<file path="config.mk">
export PLATFORM = sky130hd
export DESIGN_NAME = req_queue
export DESIGN_NICKNAME = d
export VERILOG_FILES = /design/src/hw/l2_pkg.sv /design/src/hw/req_queue.sv
export VERILOG_INCLUDE_DIRS = /design/src /design/src/hw
export SDC_FILE = /design/constraint.sdc
export NUM_CORES = 2
export LEC_CHECK = 0
export BUFFER_PORTS_ARGS = -buffer_cell sky130_fd_sc_hd__buf_2
export CORE_ASPECT_RATIO = 0.7
export CORE_MARGIN = 2
export CORE_UTILIZATION = 40
export DETAILED_ROUTE_END_ITERATION = 6
export PLACE_DENSITY = 0.68
export RECOVER_POWER = 100
export SYNTH_ARGS = -nofsm -noshare
export SYNTH_HDL_FRONTEND = slang
export SYNTH_SLANG_ARGS = --single-unit
</file>
<file path="constraint.sdc">
create_clock -name clk_i -period 28.3 [get_ports clk_i]
set_clock_uncertainty 0.2 [all_clocks]
set_input_delay 4.245 -clock clk_i [delete_from_list [all_inputs] [get_ports clk_i]]
set_output_delay 4.245 -clock clk_i [all_outputs]
set_load 0.03 [all_outputs]
</file>
<file path="src/hw/l2_defs.svh">
`ifndef L2_DEFS_SVH
`define L2_DEFS_SVH

// Width of one cache line in bits
`define L2_LINE_W 128

// Lines held by the backing store
`define L2_LINES 256

// Entries per request queue
`define L2_DEPTH 8

// Minimum cycles from acceptance to issue
`define L2_DELAY 12

`endif

</file>
<file path="src/hw/l2_pkg.sv">
`include "l2_defs.svh"

package l2_pkg;

    // One full line and its byte enables
    typedef logic [`L2_LINE_W-1:0]   line_t;
    typedef logic [`L2_LINE_W/8-1:0] be_t;

    // Index into the line array
    typedef logic [7:0] line_addr_t;

    // Request identifier, echoed on the response
    typedef logic [7:0] tag_t;

    // Free-running cycle count used as timestamp
    typedef logic [31:0] stamp_t;

    // Low word of a line, the target of atomics
    typedef logic [63:0] word_t;

    typedef enum logic [1:0] {
        AMO_ADD  = 2'd0,
        AMO_SWAP = 2'd1,
        AMO_AND  = 2'd2,
        AMO_OR   = 2'd3
    } amo_op_e;

endpackage

</file>
<file path="src/hw/req_queue.sv">
`timescale 1ns/1ps
`include "l2_defs.svh"

module req_queue (
    input  logic               clk_i,
    input  logic               rstn_i,
    input  logic               push_i,
    input  logic               pop_i,
    input  l2_pkg::line_addr_t addr_i,
    input  l2_pkg::tag_t       tag_i,
    input  l2_pkg::line_t      data_i,
    input  l2_pkg::be_t        be_i,
    input  logic               atomic_i,
    input  l2_pkg::amo_op_e    op_i,
    input  l2_pkg::stamp_t     stamp_i,
    output l2_pkg::line_addr_t addr_o,
    output l2_pkg::tag_t       tag_o,
    output l2_pkg::line_t      data_o,
    output l2_pkg::be_t        be_o,
    output logic               atomic_o,
    output l2_pkg::amo_op_e    op_o,
    output l2_pkg::stamp_t     stamp_o,
    output logic               full_o,
    output logic               empty_o
);
    import l2_pkg::*;

    localparam int PTR_W = $clog2(`L2_DEPTH);
    // One extra bit so the count can reach the full depth
    localparam int CNT_W = $clog2(`L2_DEPTH + 1);

    line_addr_t addr_q   [`L2_DEPTH];
    tag_t       tag_q    [`L2_DEPTH];
    line_t      data_q   [`L2_DEPTH];
    be_t        be_q     [`L2_DEPTH];
    logic       atomic_q [`L2_DEPTH];
    amo_op_e    op_q     [`L2_DEPTH];
    stamp_t     stamp_q  [`L2_DEPTH];

    logic [PTR_W-1:0] wr_ptr;
    logic [PTR_W-1:0] rd_ptr;
    logic [CNT_W-1:0] count;

    assign full_o  = (count == CNT_W'(`L2_DEPTH));
    assign empty_o = (count == '0);

    // Head entry
    assign addr_o   = addr_q[rd_ptr];
    assign tag_o    = tag_q[rd_ptr];
    assign data_o   = data_q[rd_ptr];
    assign be_o     = be_q[rd_ptr];
    assign atomic_o = atomic_q[rd_ptr];
    assign op_o     = op_q[rd_ptr];
    assign stamp_o  = stamp_q[rd_ptr];

    always_ff @(posedge clk_i) begin
        if (push_i) begin
            addr_q[wr_ptr]   <= addr_i;
            tag_q[wr_ptr]    <= tag_i;
            data_q[wr_ptr]   <= data_i;
            be_q[wr_ptr]     <= be_i;
            atomic_q[wr_ptr] <= atomic_i;
            op_q[wr_ptr]     <= op_i;
            stamp_q[wr_ptr]  <= stamp_i;
        end
    end

    always_ff @(posedge clk_i or negedge rstn_i) begin
        if (!rstn_i) begin
            wr_ptr <= '0;
            rd_ptr <= '0;
            count  <= '0;
        end else begin
            if (push_i) begin
                wr_ptr <= wr_ptr + 1'b1;
            end
            if (pop_i) begin
                rd_ptr <= rd_ptr + 1'b1;
            end
            case ({push_i, pop_i})
                2'b10:   count <= count + 1'b1;
                2'b01:   count <= count - 1'b1;
                default: count <= count;
            endcase
        end
    end

    // Top must gate push with ready, issue must gate pop with empty
    push_not_full: assert property (@(posedge clk_i) disable iff (!rstn_i)
        !(push_i && full_o));
    pop_not_empty: assert property (@(posedge clk_i) disable iff (!rstn_i)
        !(pop_i && empty_o));

endmodule

</file>
==> metrics.csv <==
stage,metric,value,unit
status,status,"finished, violations left",
status,failing checks,"capacitance limit, slew limit",
placed_design,I/O Buffers,395,
logic_synthesis,sequential fraction of the synthesis area,0.780,
grt,total grt overflow,0,
grt,number of global-route vias before repair,26700,
cts,setup repair bufs after CTS,0,
cts,CTS tree,done,
placed_design,dpl cells,4642,
sta,minimum clock period,16530,ps
critical_path,crit path DAT,12090,ps
sta,WHS,327,ps
layout,Nets,3005,
cts,Hold Buf Count CTS,0,
critical_path,start point of the critical path,rd_ptr[0],
floorplan,core area,150000,um2
job,max cap viols,44,
grt,largest net degree at the start of global routing,119,
sta,Final Slew Violations,2025,
pwr,Clk pwr share,0.267,
logic_synthesis,Post-Synthesis Cells,2315,
sta,Tightest Pin Transition,8700,ps
cts,worst skew pair latency,790,ps
sta,# setup viols final,0,
routing,final wirelength,123000,um
logic_synthesis,cell with the most instances after synthesis,edfxtp_1,
grt,Tot GR Track Use,0.156,
logic_synthesis,Post-synth top cells,"edfxtp_1, mux4_1, mux2_2",
logic_synthesis,"Async S/R FF share, synth",0.00637,
sta,setup repair after global routing missed its margin,no,
routing,Vias,26100,
pwr,Combinational Power Share,0.320,
sta,"Hold Violations, Final",0,
sta,Slew Limit Headroom,-4.80,
routing,post-detailed-route count of antenna-violating nets,0,
cts,htree depth,4,
logic_synthesis,synth top area cells,"edfxtp_1, mux4_1, mux4_2",
layout,"Core Util, Final",0.457,
cts,post-CTS resize count,0,
critical_path,R2R Path Start,wr_ptr[0],
cts,clock-pin transition on the worst setup and hold timing paths,60,ps
sta,FMAX,60.5,MHz
cts,Num CTS Buffers,153,
worst_hold_path,Hold Crit Class,reg -> reg,
worst_hold_path,worst hold path depth,1,
pwr,switch share,0.328,
routing,DR DRC count,0,
pwr,Int Pwr,4.97,mW
worst_hold_path,worst hold start,wr_ptr[0],
cts,clock sinks,1570,
pwr,leakage,21.8,nW
pwr,Reg power frac,0.413,
logic_synthesis,Post-synth EDFFs,1560,
routing,DRT Pass-1 Iters,5,
grt,first-pass GRT wire length,177000,um
critical_path,Startpoint Class,flop,
critical_path,critical path class,reg -> out,
floorplan,boundary pin count,396,
floorplan,row count,119,
layout,area delta synth->final,13.6,%
placed_design,Routability Congestion,0.690,
sta,final worst-path cycle share,0.584,
floorplan,die height,329,um
routing,drt wl/cell,24.9,um
logic_synthesis,area share of the largest cell type after synthesis,0.776,
routing,DRT iter0 DRCs,2023,
critical_path,Worst Setup End Kind,output port,
pwr,worst vdd ir,0.0000723,V
cts,CTS root buf,clkbuf_16,
layout,fraction of final layout cells sized beyond drive strength 1,0.180,
sta,setup TNS,0,ps
pwr,Sw Pwr,2.43,mW
floorplan,die width,468,um
grt,initial antenna violation count,16,
logic_synthesis,"FF+latch count, synth",1570,
cts,clock buffer depth,3,
placed_design,Detail Placement HPWL,64700,um
logic_synthesis,Syn Nets,2519,
logic_synthesis,post-synth top area cell,edfxtp_1,
pwr,PwrDens,108,nW/um2
floorplan,initial core utilization,0.402,
critical_path,Worst Path Required,23850,ps
layout,final cell count without fillers,4921,
critical_path,maximum fanout along the worst path,50,
floorplan,Die Footprint,154000,um2
routing,via density per instance,5.31,
logic_synthesis,YS warnings,0,
logic_synthesis,Post-synth top flop,edfxtp_1,
logic_synthesis,Synth cell types,33,
critical_path,Worst R2R Path Depth,5,
logic_synthesis,mapped cell area,60400,um2
logic_synthesis,"Avg Cell Area, Syn",26.1,um2
logic make-up (layout without fill, tap and decap cells):
group | count (synthesis) | after routing | share of synthesized area
AO/OA/AOI/OAI | 6 | 6 | 0.000767
XOR/XNOR | 7 | 7 | 0.00102
adder cells (fa/ha/maj) | 5 | 5 | 0.00104
buffers and inverters | 115 | 721 | 0.0149
flip-flops | 1570 | 1570 | 0.780
multiplexers | 589 | 589 | 0.200
other | 0 | 4 | 0
AND/OR/NAND/NOR | 23 | 23 | 0.00207
cell usage in the layout (no fill, tap or decap), drive strengths merged, types with 2 or more instances in the layout:
cell type / instances
buf: 24
bufinv: 10
clkbuf: 612
clkinv: 60
clkinvlp: 2
dfrtp: 10
diode: 4
edfxtp: 1560
ha: 5
inv: 13
mux2: 198
mux4: 390
nand2: 4
nand2b: 3
nor2: 7
nor3: 2
xnor2: 4
xor2: 3
flip-flops by register name (all words and copies together) (netlist names):
signal and cells:
data_q 1024, stamp_q 256, be_q 128, addr_q 64, tag_q 64, op_q 16, atomic_q 8, count 4
rd_ptr 3, wr_ptr 3
per-layer routing:
| layer | track usage | part of all wire |
|---|---|---|
| met5 | 0 | 0.00095 |
| met4 | 0.0409 | 0.017 |
| met3 | 0.0369 | 0.055 |
| met2 | 0.243 | 0.47 |
| met1 | 0.223 | 0.45 |
through the flow:
step	setup WS [ps]	area, um2	total power, mW
4_1_cts	18300	69300	7.49
3_3_place_gp	19240	64400	5.48
2_1_floorplan	9640	60400	4.94
5_1_grt	10390	68600	7.71
3_5_place_dp	19200	64400	5.50
6_report	11770	68600	7.40
power by group through the flow:
stage                     logic (mW)  registers, mW  clock network [mW]
after CTS                       2.45           3.02                2.03
after global placement          2.43           3.05                   0
after floorplan                 1.82           3.12                   0
final                           2.37           3.05                1.97
after detailed placement        2.44           3.06                   0
after global routing            2.51           3.08                2.11
cell type report:
type                       instances  area (um2)
fill                           12400       81500
sequential                      1570       47100
multi-input combinational        630       12400
clock buffer                     193        4000
tap                             1996        2500
timing repair buffer             443        1720
clock inverter                    82         846
inverter                           3        11.3
antenna                            4        10.0
worst max-delay path: stages, from the launching register on:
cell and delay, ps:
dfrtp_1 1850, clkbuf_1 2180, clkbuf_1 2760, clkbuf_1 3000
mux4_1 810, mux2_2 300, clkbuf_1 220
path summary, 6_finish.rpt:
kind	slack [ps]	endpoint
max in group asynchronous	24250	rd_ptr[2]
max reg2reg	18860	data_q[0][85]
min reg2reg	330	wr_ptr[0]
max	11770	data_o[88]
min in group asynchronous	3220	count[1]
min	330	wr_ptr[0]
Note: power is estimated with default switching activity, not from simulation.
